### src/common/rr_pkg.sv
package rr_pkg;

  //////////////////////////////////////////////////////////////////////
  // Widths of the register access channels
  //////////////////////////////////////////////////////////////////////

  // Register address width on sda and ocl
  localparam int ADDR_W = 16;
  // Write data width on sda and ocl
  localparam int DATA_W = 32;
  // Record sequence number wrapping modulo 256
  localparam int SEQ_W = 8;

  //////////////////////////////////////////////////////////////////////
  // Per-channel log buffer
  //////////////////////////////////////////////////////////////////////

  // Entries buffered in each recorder
  localparam int LOG_DEPTH = 2;
  // Read/write pointer width of at least one bit
  localparam int LOG_PTR_W = (LOG_DEPTH > 1) ? $clog2(LOG_DEPTH) : 1;
  // Occupancy counter has to hold LOG_DEPTH itself
  localparam int LOG_CNT_W = $clog2(LOG_DEPTH + 1);

  typedef logic [ADDR_W-1:0] rr_addr_t;
  typedef logic [DATA_W-1:0] rr_data_t;
  typedef logic [SEQ_W-1:0]  rr_seq_t;
  // Channel tag on the record stream
  typedef logic              rr_chan_t;

  // Channel tag values
  localparam rr_chan_t CHAN_SDA = 1'b0;
  localparam rr_chan_t CHAN_OCL = 1'b1;

endpackage

### src/common/rr_log_if.sv
interface rr_log_if;
  import rr_pkg::*;

  // One channel's log entries from recorder to merger
  // Four-phase handshake
  //   recorder raises req with addr/data stable
  //   merger raises ack once the entry is taken
  //   recorder drops req, then merger drops ack
  // No new req while ack is still high

  logic     req;
  logic     ack;
  rr_addr_t addr;
  rr_data_t data;

  // Producer side that owns the log buffer
  modport recorder (
    output req,
    output addr,
    output data,
    input  ack
  );

  // Consumer side that only acknowledges
  modport merger (
    input  req,
    input  addr,
    input  data,
    output ack
  );

endinterface

### src/recorder/rr_chan_recorder.sv
module rr_chan_recorder (
  input  logic             clk,
  input  logic             i_rst_n,
  input  logic             i_record_en,
  // Shell side
  input  logic             i_req,
  input  rr_pkg::rr_addr_t i_addr,
  input  rr_pkg::rr_data_t i_data,
  output logic             o_ack,
  // CL side
  output logic             o_cl_req,
  output rr_pkg::rr_addr_t o_cl_addr,
  output rr_pkg::rr_data_t o_cl_data,
  input  logic             i_cl_ack,
  // Log entries toward the merger
  rr_log_if.recorder       log
);
  import rr_pkg::*;

  typedef enum logic [1:0] {
    ST_IDLE,
    ST_FORWARD,
    ST_WAIT_DROP,
    ST_WAIT_RELEASE
  } state_t;

  state_t state_q;
  // Record enable as sampled at acceptance
  logic rec_q;

  // Log FIFO storage
  rr_addr_t mem_addr [LOG_DEPTH];
  rr_data_t mem_data [LOG_DEPTH];
  logic [LOG_PTR_W-1:0] wr_ptr_q;
  logic [LOG_PTR_W-1:0] rd_ptr_q;
  logic [LOG_CNT_W-1:0] count_q;
  logic log_req_q;

  logic fifo_full;
  logic accept;
  logic push;
  logic pop;

  //////////////////////////////////////////////////////////////////////
  // Transaction pass-through
  //////////////////////////////////////////////////////////////////////

  assign fifo_full = (count_q == LOG_CNT_W'(LOG_DEPTH));
  // A recorded transaction needs a slot reserved up front
  // Only the drain side runs meanwhile, so the slot stays free
  assign accept = i_req && (!i_record_en || !fifo_full);
  // Entry is written in the same cycle o_ack rises
  assign push = (state_q == ST_FORWARD) && i_cl_ack && rec_q;

  always_ff @(posedge clk) begin
    if (!i_rst_n) begin
      state_q  <= ST_IDLE;
      rec_q    <= 1'b0;
      o_cl_req <= 1'b0;
      o_ack    <= 1'b0;
    end else begin
      case (state_q)
        ST_IDLE: begin
          if (accept) begin
            rec_q    <= i_record_en;
            o_cl_req <= 1'b1;
            state_q  <= ST_FORWARD;
          end
        end
        // Wait for the CL to acknowledge
        ST_FORWARD: begin
          if (i_cl_ack) begin
            o_ack   <= 1'b1;
            state_q <= ST_WAIT_DROP;
          end
        end
        // Pass the shell's dropped request on
        ST_WAIT_DROP: begin
          if (!i_req) begin
            o_cl_req <= 1'b0;
            state_q  <= ST_WAIT_RELEASE;
          end
        end
        // CL releases ack and the shell sees the end of the transaction
        ST_WAIT_RELEASE: begin
          if (!i_cl_ack) begin
            o_ack   <= 1'b0;
            state_q <= ST_IDLE;
          end
        end
        default: state_q <= ST_IDLE;
      endcase
    end
  end

  // Address and data held stable while o_cl_req is up
  always_ff @(posedge clk) begin
    if ((state_q == ST_IDLE) && accept) begin
      o_cl_addr <= i_addr;
      o_cl_data <= i_data;
    end
  end

  //////////////////////////////////////////////////////////////////////
  // Log FIFO and drain handshake
  //////////////////////////////////////////////////////////////////////

  // Head entry leaves when the merger acknowledges
  assign pop = log_req_q && log.ack;

  always_ff @(posedge clk) begin
    if (push) begin
      mem_addr[wr_ptr_q] <= o_cl_addr;
      mem_data[wr_ptr_q] <= o_cl_data;
    end
  end

  always_ff @(posedge clk) begin
    if (!i_rst_n) begin
      wr_ptr_q  <= '0;
      rd_ptr_q  <= '0;
      count_q   <= '0;
      log_req_q <= 1'b0;
    end else begin
      if (push) begin
        wr_ptr_q <= (wr_ptr_q == LOG_PTR_W'(LOG_DEPTH - 1)) ? '0 : wr_ptr_q + 1'b1;
      end
      if (pop) begin
        rd_ptr_q <= (rd_ptr_q == LOG_PTR_W'(LOG_DEPTH - 1)) ? '0 : rd_ptr_q + 1'b1;
      end
      case ({push, pop})
        2'b10:   count_q <= count_q + 1'b1;
        2'b01:   count_q <= count_q - 1'b1;
        default: count_q <= count_q;
      endcase
      // Raise only once the previous ack has gone low
      if (!log_req_q && !log.ack && (count_q != '0)) begin
        log_req_q <= 1'b1;
      end else if (pop) begin
        log_req_q <= 1'b0;
      end
    end
  end

  // Head of FIFO is the entry on offer
  assign log.req  = log_req_q;
  assign log.addr = mem_addr[rd_ptr_q];
  assign log.data = mem_data[rd_ptr_q];

endmodule

### src/verilog/rr_log_merger.sv
module rr_log_merger (
  input  logic             clk,
  input  logic             i_rst_n,
  // Channel logs from the recorders
  rr_log_if.merger         sda_log,
  rr_log_if.merger         ocl_log,
  // Stamped record stream
  output logic             o_log_req,
  output rr_pkg::rr_chan_t o_log_chan,
  output rr_pkg::rr_seq_t  o_log_seq,
  output rr_pkg::rr_addr_t o_log_addr,
  output rr_pkg::rr_data_t o_log_data,
  input  logic             i_log_ack
);
  import rr_pkg::*;

  typedef enum logic [1:0] {
    ST_IDLE,
    ST_TAKE,
    ST_PRESENT,
    ST_RELEASE
  } state_t;

  state_t state_q;
  // Granted channel and thus the one served last
  rr_chan_t gnt_q;
  rr_chan_t nxt_gnt;
  // Ack toward the granted recorder
  logic take_ack_q;
  rr_seq_t seq_q;

  logic any_req;
  logic sel_req;

  //////////////////////////////////////////////////////////////////////
  // Round-robin arbitration
  //////////////////////////////////////////////////////////////////////

  assign any_req = sda_log.req || ocl_log.req;

  // With both pending take the one not served last
  always_comb begin
    if (sda_log.req && ocl_log.req) begin
      nxt_gnt = ~gnt_q;
    end else if (ocl_log.req) begin
      nxt_gnt = CHAN_OCL;
    end else begin
      nxt_gnt = CHAN_SDA;
    end
  end

  // Request of the channel being taken
  assign sel_req = (gnt_q == CHAN_OCL) ? ocl_log.req : sda_log.req;

  // Steer the ack to the granted channel only
  assign sda_log.ack = take_ack_q && (gnt_q == CHAN_SDA);
  assign ocl_log.ack = take_ack_q && (gnt_q == CHAN_OCL);

  assign o_log_chan = gnt_q;

  //////////////////////////////////////////////////////////////////////
  // Take, present and release sequence
  //////////////////////////////////////////////////////////////////////

  always_ff @(posedge clk) begin
    if (!i_rst_n) begin
      state_q    <= ST_IDLE;
      // sda goes first after reset
      gnt_q      <= CHAN_OCL;
      take_ack_q <= 1'b0;
      o_log_req  <= 1'b0;
      seq_q      <= '0;
    end else begin
      case (state_q)
        // All channel acks are low here
        ST_IDLE: begin
          if (any_req) begin
            gnt_q      <= nxt_gnt;
            take_ack_q <= 1'b1;
            state_q    <= ST_TAKE;
          end
        end
        // Wait for the recorder to let go of the registered entry
        ST_TAKE: begin
          if (!sel_req) begin
            take_ack_q <= 1'b0;
            o_log_req  <= 1'b1;
            state_q    <= ST_PRESENT;
          end
        end
        ST_PRESENT: begin
          if (i_log_ack) begin
            o_log_req <= 1'b0;
            state_q   <= ST_RELEASE;
          end
        end
        // Entry complete once the sink drops ack
        ST_RELEASE: begin
          if (!i_log_ack) begin
            seq_q   <= seq_q + 1'b1;
            state_q <= ST_IDLE;
          end
        end
        default: state_q <= ST_IDLE;
      endcase
    end
  end

  // Output register loaded together with the grant
  always_ff @(posedge clk) begin
    if ((state_q == ST_IDLE) && any_req) begin
      o_log_addr <= (nxt_gnt == CHAN_OCL) ? ocl_log.addr : sda_log.addr;
      o_log_data <= (nxt_gnt == CHAN_OCL) ? ocl_log.data : sda_log.data;
      o_log_seq  <= seq_q;
    end
  end

endmodule

### src/verilog/rr_record_top.sv
module rr_record_top (
  input  logic             clk,
  input  logic             i_rst_n,
  input  logic             i_record_en,
  // sda, shell side
  input  logic             i_sda_req,
  input  rr_pkg::rr_addr_t i_sda_addr,
  input  rr_pkg::rr_data_t i_sda_data,
  output logic             o_sda_ack,
  // ocl, shell side
  input  logic             i_ocl_req,
  input  rr_pkg::rr_addr_t i_ocl_addr,
  input  rr_pkg::rr_data_t i_ocl_data,
  output logic             o_ocl_ack,
  // sda, CL side
  output logic             o_cl_sda_req,
  output rr_pkg::rr_addr_t o_cl_sda_addr,
  output rr_pkg::rr_data_t o_cl_sda_data,
  input  logic             i_cl_sda_ack,
  // ocl, CL side
  output logic             o_cl_ocl_req,
  output rr_pkg::rr_addr_t o_cl_ocl_addr,
  output rr_pkg::rr_data_t o_cl_ocl_data,
  input  logic             i_cl_ocl_ack,
  // Record stream
  output logic             o_log_req,
  output rr_pkg::rr_chan_t o_log_chan,
  output rr_pkg::rr_seq_t  o_log_seq,
  output rr_pkg::rr_addr_t o_log_addr,
  output rr_pkg::rr_data_t o_log_data,
  input  logic             i_log_ack
);

  //////////////////////////////////////////////////////////////////////
  // Channel recorders
  //////////////////////////////////////////////////////////////////////

  rr_log_if sda_log_if ();
  rr_log_if ocl_log_if ();

  rr_chan_recorder u_sda_rec (
    .clk         (clk),
    .i_rst_n     (i_rst_n),
    .i_record_en (i_record_en),
    .i_req       (i_sda_req),
    .i_addr      (i_sda_addr),
    .i_data      (i_sda_data),
    .o_ack       (o_sda_ack),
    .o_cl_req    (o_cl_sda_req),
    .o_cl_addr   (o_cl_sda_addr),
    .o_cl_data   (o_cl_sda_data),
    .i_cl_ack    (i_cl_sda_ack),
    .log         (sda_log_if.recorder)
  );

  rr_chan_recorder u_ocl_rec (
    .clk         (clk),
    .i_rst_n     (i_rst_n),
    .i_record_en (i_record_en),
    .i_req       (i_ocl_req),
    .i_addr      (i_ocl_addr),
    .i_data      (i_ocl_data),
    .o_ack       (o_ocl_ack),
    .o_cl_req    (o_cl_ocl_req),
    .o_cl_addr   (o_cl_ocl_addr),
    .o_cl_data   (o_cl_ocl_data),
    .i_cl_ack    (i_cl_ocl_ack),
    .log         (ocl_log_if.recorder)
  );

  //////////////////////////////////////////////////////////////////////
  // Merge into one record stream
  //////////////////////////////////////////////////////////////////////

  rr_log_merger u_merger (
    .clk        (clk),
    .i_rst_n    (i_rst_n),
    .sda_log    (sda_log_if.merger),
    .ocl_log    (ocl_log_if.merger),
    .o_log_req  (o_log_req),
    .o_log_chan (o_log_chan),
    .o_log_seq  (o_log_seq),
    .o_log_addr (o_log_addr),
    .o_log_data (o_log_data),
    .i_log_ack  (i_log_ack)
  );

endmodule

### config.mk
export PLATFORM = sky130hd
export DESIGN_NAME = rr_record_top
export DESIGN_NICKNAME = d
export VERILOG_FILES = /design/src/common/rr_pkg.sv /design/src/common/rr_log_if.sv /design/src/recorder/rr_chan_recorder.sv /design/src/verilog/rr_log_merger.sv /design/src/verilog/rr_record_top.sv
export SDC_FILE = /design/constraint.sdc
export NUM_CORES = 1
export LEC_CHECK = 0
export BUFFER_PORTS_ARGS = -buffer_cell sky130_fd_sc_hd__buf_2
export CAP_MARGIN = 20
export CORE_ASPECT_RATIO = 0.6
export CORE_UTILIZATION = 30
export CTS_CLUSTER_SIZE = 24
export DETAILED_ROUTE_END_ITERATION = 16
export PLACE_DENSITY = 0.53
export REMOVE_ABC_BUFFERS = 1
export SLEW_MARGIN = 40
export SYNTH_ARGS = -nofsm -noshare
export SYNTH_HDL_FRONTEND = slang
export SYNTH_SLANG_ARGS = --single-unit
### constraint.sdc
create_clock -name clk -period 4 [get_ports clk]
set_input_delay 0.2 -clock clk [delete_from_list [all_inputs] [get_ports clk]]
set_output_delay 0.2 -clock clk [all_outputs]
set_load 0.01 [all_outputs]
After elaboration in Yosys (flattened, before gate mapping). Memory sizes are Yosys's and may differ from the RTL's. A register that Yosys moved wholly into a read port is not among the register bits. Cells that the tools add are included.

Add/subtract/negate cells: 9. $mul: 0. Mux-type cells: 60. Divide/modulo/power cells: 0. Bitwise gates (word level): 2. Magnitude comparators: 0. Reduce and logical (&&, ||, !) cells: 56. Shifts and indexed selects: 0. Eq/ne operators: 27.

Operators by type and width (number): $mux 1 (35); $mux 32 (1); $mux 2 (12); $pmux 2 s4 (3); $reduce_bool 2->1 (12); $eq 2x2->1 const B (10); $logic_and 1x1->1 (18); $ne 2x2->1 const B (9); $reduce_and 3->1 (6); $mux 16 (1); $pmux 1 s2 (6); $reduce_and 4->1 (3); $eq 2x1->1 const B (5); $add 8x1->8 const B (1); $pmux 2 s2 (2); $reduce_and 2->1 (4); $logic_not 1->1 (7); $logic_not 2->1 (3); $ne 2x1->1 const B (3); $add 1x1->1 const B (4); $add 2x1->2 const B (2); $sub 2x1->2 const B (2); $logic_or 1x1->1 (3); $not 1->1 (2).

Input bits: 104. RAM bits: 192. Memories kept: 4. Memory bits (read-only): 0. Output and inout bits: 158. Bits in latches: 0. Register bits after elaboration: 185. Logic and storage cells: 186.

Memory list: u_ocl_rec.mem_data (words 2, bits a word 32, read ports 1, clocked after Yosys merged registers in 1, wr ports 1, line rr_chan_recorder.sv:33) `rr_data_t mem_data [LOG_DEPTH];`; u_sda_rec.mem_data (words 2, bits a word 32, read ports 1, clocked after Yosys merged registers in 1, wr ports 1, line rr_chan_recorder.sv:33); u_ocl_rec.mem_addr (words 2, bits a word 16, read ports 1, clocked after Yosys merged registers in 1, wr ports 1, line rr_chan_recorder.sv:32) `rr_addr_t mem_addr [LOG_DEPTH];`; u_sda_rec.mem_addr (words 2, bits a word 16, read ports 1, clocked after Yosys merged registers in 1, wr ports 1, line rr_chan_recorder.sv:32).

Longest topological paths before layout.
Depth after elaboration: 6. Gate-level depth with buffers: 7.

Cells and area by module. From an unflattened synthesis, not the netlist that was laid out.

Cell total of the unflattened synthesis: 711. Area, all modules: 14034.7 µm².

By module, submodules not included: rr_chan_recorder (times used 2, area an instance 5446.5 µm², seq. area each 4544.4 µm², cells an instance 259); rr_log_merger (times used 1, area an instance 3141.8 µm², seq. area each 1941.9 µm², cells an instance 193).

Worst setup path before layout. OpenSTA, ideal clock, no wires.

Kind: reg-to-reg. From: register u_ocl_rec.state_q[1]. To: memory u_ocl_rec.mem_addr[0][0] (netlist bit) (enable). Stages on the path, launching flop included: 5. Arrival time: 2.768 ns. Slack: 0.779 ns. Data required time: 3.546 ns. Path through: dfxtp_1 > inv_1 > ha_1 > nand3_1 > nor2_1.

Cells in the longest elaborated chain, start to end: 5.

Ends and longest elaborated chain: start, declared (line rr_chan_recorder.sv:27) `state_t state_q;`; start signal, assigned (line rr_chan_recorder.sv:57) `state_q <= ST_IDLE;`; start signal, assigned (line rr_chan_recorder.sv:67) `state_q <= ST_FORWARD;`; start signal, assigned (line rr_chan_recorder.sv:74) `state_q <= ST_WAIT_DROP;`; $eq 2x1->1 (line rr_chan_recorder.sv:53) `assign push = (state_q == ST_FORWARD) && i_cl_ack && rec_q;`; $logic_and 1x1->1 (2 in series) (line rr_chan_recorder.sv:53); $mux 1 (line rr_chan_recorder.sv:112) `if (push) begin`; $mux 1 (not written as such) (line rr_chan_recorder.sv:113) `mem_addr[wr_ptr_q] <= o_cl_addr;`; end, declared (line rr_chan_recorder.sv:32).

No other way between the ends.

Final worst setup path.
From: register u_ocl_rec.state_q[1]. To: memory u_ocl_rec.mem_data[0][14] (netlist bit) (enable).

Cells in the longest elaborated chain, start to end: 5.

Ends and longest elaborated chain: $eq 2x1->1 (line rr_chan_recorder.sv:53); $logic_and 1x1->1 (2 in series) (line rr_chan_recorder.sv:53); $mux 1 (line rr_chan_recorder.sv:112); $mux 1 (not written as such) (line rr_chan_recorder.sv:114) `mem_data[wr_ptr_q] <= o_cl_data;`; end, declared (line rr_chan_recorder.sv:33).

No other way between the ends.

==> impl_metrics.py <==
metrics = {
    "cells_and_area": {
        "final_common_cell": "edfxtp_1",
        "fillers": 4105,
        "postLayoutCoreUtil": 0.402,
        "area_growth_pct": 32.0,
        "layout_common_cells": "edfxtp_1 (344), buf_2 (261), dlygate4sd3_1 (100), a21oi_1 (62), mux2i_1 (55)",
        "antenna_cells": 0,
        "drive_gt1_frac": 0.296,
        "nNetsFinal": 1273,
    },
    "routing": {
        "vias": 7781,
        "viasPerCell": 4.40,
        "drt_iter0_drc": 381,
        "drc": 0,
        "firstDrtPassIters": 5,
        "wl_per_cell_um": 18.3,
        "postRouteAntennaNets": 0,
        "drt_wl_total_um": 32300,
    },
    "cts": {
        "worstSkewPairLatency_ns": 0.53,
        "cts_tree": "yes",
        "cts_resized": 0,
        "cts.sinks": 379,
        "cts.reportedPaths.clkPinSlew_ns": 0.06,
        "numCtsBuffers": 38,
        "root_buffer": "clkbuf_16",
        "htree_levels": 2,
        "clockBufferDepth": 3,
    },
    "critical_path": {
        "cp.required_ns": 4.20,
        "cp.buffers_inverters": 3,
        "worst_path_max_delay_cell": "nor2_4",
        "max_stage_delay_ns": 0.51,
        "worst_setup_path_end_kind": "flop",
        "cp_cell_sequence": "inv_1 > ha_1 > nand3_1 > nor2_4 > buf_16 > buf_4",
        "start_kind": "flop",
        "path_class": "flop to flop",
        "worstPathArrival_ns": 2.49,
        "cpLargestDelayFamily": "simple AND/OR/NAND/NOR gates",
        "cp_max_fo": 18,
    },
    "run": {
        "cap_violations": 0,
    },
    "place": {
        "dp_hpwl_um": 20700,
        "io_buffers": 261,
        "place_congestion": 0.756,
    },
    "power_and_ir_drop": {
        "power_frac_seq": 0.533,
        "internal_power_w": 0.00715,
        "comb_power_share": 0.128,
        "power_density_nw_per_um2": 535,
        "leakage_nw": 6.39,
        "switching_share": 0.258,
        "switching_power_w": 0.00249,
        "ir_drop_uv": 366,
        "power.share.clock": 0.339,
    },
    "sta": {
        "final-setup-viol-count": 0,
        "hold_viol": 0,
        "slew_headroom": 0.531,
        "rsz0062_at_grt": "false",
        "clock_skew_ns": 0.0174,
        "fin_tns_setup_ns": 0,
        "tightest_slew_ns": 0.703,
        "period_minus_slack_ns": 2.29,
        "fmax_mhz": 437,
        "drv_slew": 0,
        "min_period_over_period": 0.573,
    },
    "global_route": {
        "grt-ovfl-total": 0,
        "grt_pass1_wl_um": 47600,
        "grt_max_degree": 59,
        "grt_usage": 0.137,
        "grt_pass1_vias": 7767,
        "grt_antenna_before_repair": 0,
    },
    "synthesis": {
        "synth_largest_type_area_fraction": 0.757,
        "synth.mux.area_fraction": 0.0436,
        "seq_area_frac_synth": 0.808,
        "async_reset_ff_frac": 0,
        "synth_xor_area_frac": 0.00642,
        "yosys.area_share.adder": 0.0137,
        "synthCells": 763,
        "synth_compound_area_frac": 0.0644,
        "yosys.area.top_type": "edfxtp_1",
        "ys_ff_latch": 379,
        "synth_cell_types": 41,
        "synth_edf_count": 344,
        "ys_warn_count": 0,
        "syn_avg_cell_area_um2": 17.9,
        "synth_ff_type": "edfxtp_1",
        "synthSimpleGateAreaFrac": 0.0484,
        "synth_top_family_by_area": "compound AO/OA/AOI/OAI gates",
        "synthTopCellsByArea": "edfxtp_1 (76%), dfxtp_1 (5.1%), mux2i_1 (4.0%)",
        "syn_area_um2": 13700,
    },
    "floorplan": {
        "die_h_um": 167,
        "dieArea_um2": 46400,
        "die_w_um": 277,
        "rows": 60,
        "io-pin-count": 262,
        "initial_utilization": 0.305,
        "coreArea_um2": 44800,
    },
    "hold_path": {
        "hp-class": "primary input to flop",
    },
    "run_status": {
        "status": "finished, final reports clean",
    },
}
[cells in the mapped netlist, types with 3 or more instances]
cell      instances
a211oi_1         50
a21oi_1          62
and3b_1           3
buf_2            19
clkbuf_1          7
dfxtp_1          35
edfxtp_1        344
ha_1             15
inv_1            14
mux2_2            4
mux2i_1          55
nand2_1          11
nand3_1           4
nor2_1           19
nor2b_1          52
nor3_1            4
o21a_1            4
o21ai_0          14
o31ai_1           4
or3_1             7
or3b_1            3
xnor2_1           8
[area by class of cell]
class / count / area, µm² / share of cell area
repair buffers: 382 / 2610 / 0.145
inverters: 15 / 56.3 / 0.00312
clock buffers: 46 / 1000 / 0.0556
well taps: 589 / 737 / 0.0409
multi-input cells: 338 / 2470 / 0.137
clock inverters: 20 / 109 / 0.00604
flip-flops and latches: 379 / 11000 / 0.612
[metal layers]
metal  up-vias  share of wire  GRT usage
li1       3742              -          -
met1      3792           0.46      0.185
met2       202           0.47      0.223
met3        45          0.052     0.0324
met4         0          0.019     0.0341
met5         -              0          0
[state kept, by name, indices dropped and copies added (netlist names), 16 cells and up, named ones only]
register	cells
u_merger.o_log_addr	16
u_sda_rec.o_cl_data	32
u_ocl_rec.o_cl_addr	16
u_sda_rec.mem_addr	32
u_ocl_rec.o_cl_data	32
u_sda_rec.o_cl_addr	16
u_ocl_rec.mem_data	64
u_merger.o_log_data	32
u_sda_rec.mem_data	64
u_ocl_rec.mem_addr	32
[power groups by stage]
| stage | Sequential [W] | Clock (W) | Combinational [W] |
|---|---|---|---|
| after floorplan | 0.00527 | 0 | 0.000427 |
| after global placement | 0.00523 | 0 | 0.00111 |
| after detailed placement | 0.00524 | 0 | 0.00116 |
| after CTS | 0.00516 | 0.00339 | 0.00123 |
| after global routing | 0.00519 | 0.00353 | 0.00134 |
| final | 0.00514 | 0.00327 | 0.00123 |
[metrics by stage]
stage | hold slack (ns) | cell area (µm²) | std cells | power [W] | setup WS [ns]
after floorplan | 0.276 | 13500 | 732 | 0.00570 | 0.779
after global placement | 0.376 | 15700 | 1594 | 0.00634 | 1.54
after detailed placement | 0.378 | 15900 | 1602 | 0.00640 | 1.66
after CTS | 0.0235 | 18000 | 1768 | 0.00978 | 1.64
after global routing | 0.0390 | 18000 | 1769 | 0.0101 | 1.53
final | 0.0561 | 18000 | 1769 | 0.00965 | 1.71
[what timing repair did]
action / CTS / global route
hold endpoints to repair: 100 / 0
setup endpoints to repair: 0 / 0
hold buffers: 100 / 0
setup buffers: 0 / 0
[cell families (layout without fill, tap and decap cells)]
logic type / after synthesis / after routing
flops: 379 / 379
compound gates: 141 / 141
simple gates: 113 / 113
mux: 59 / 59
buf+inv: 46 / 463
fa+ha+maj: 15 / 15
xor+xnor: 10 / 10
[tightest hold or removal path: stages]
cell and delay [ns]:
buf_2 0.12, or3b_1 0.15, a21oi_1 0.05
[final timing paths]
check	endpoint	start	cells after the start	slack, ns
worst min register to register	u_merger.o_log_seq[7]$_DFFE_PP_	u_merger.seq_q[7]$_SDFFE_PN0P_	0	0.45
worst max register to register	u_ocl_rec.mem_data[0][14]$_DFFE_PP_	u_ocl_rec.state_q[1]$_SDFFE_PN0P_	6	1.71
worst min-delay path	u_sda_rec.rec_q$_SDFFE_PN0P_	i_record_en	3	0.06
worst max-delay path	u_ocl_rec.mem_data[0][14]$_DFFE_PP_	u_ocl_rec.state_q[1]$_SDFFE_PN0P_	6	1.71
Note: power is estimated with default switching activity, not from simulation.
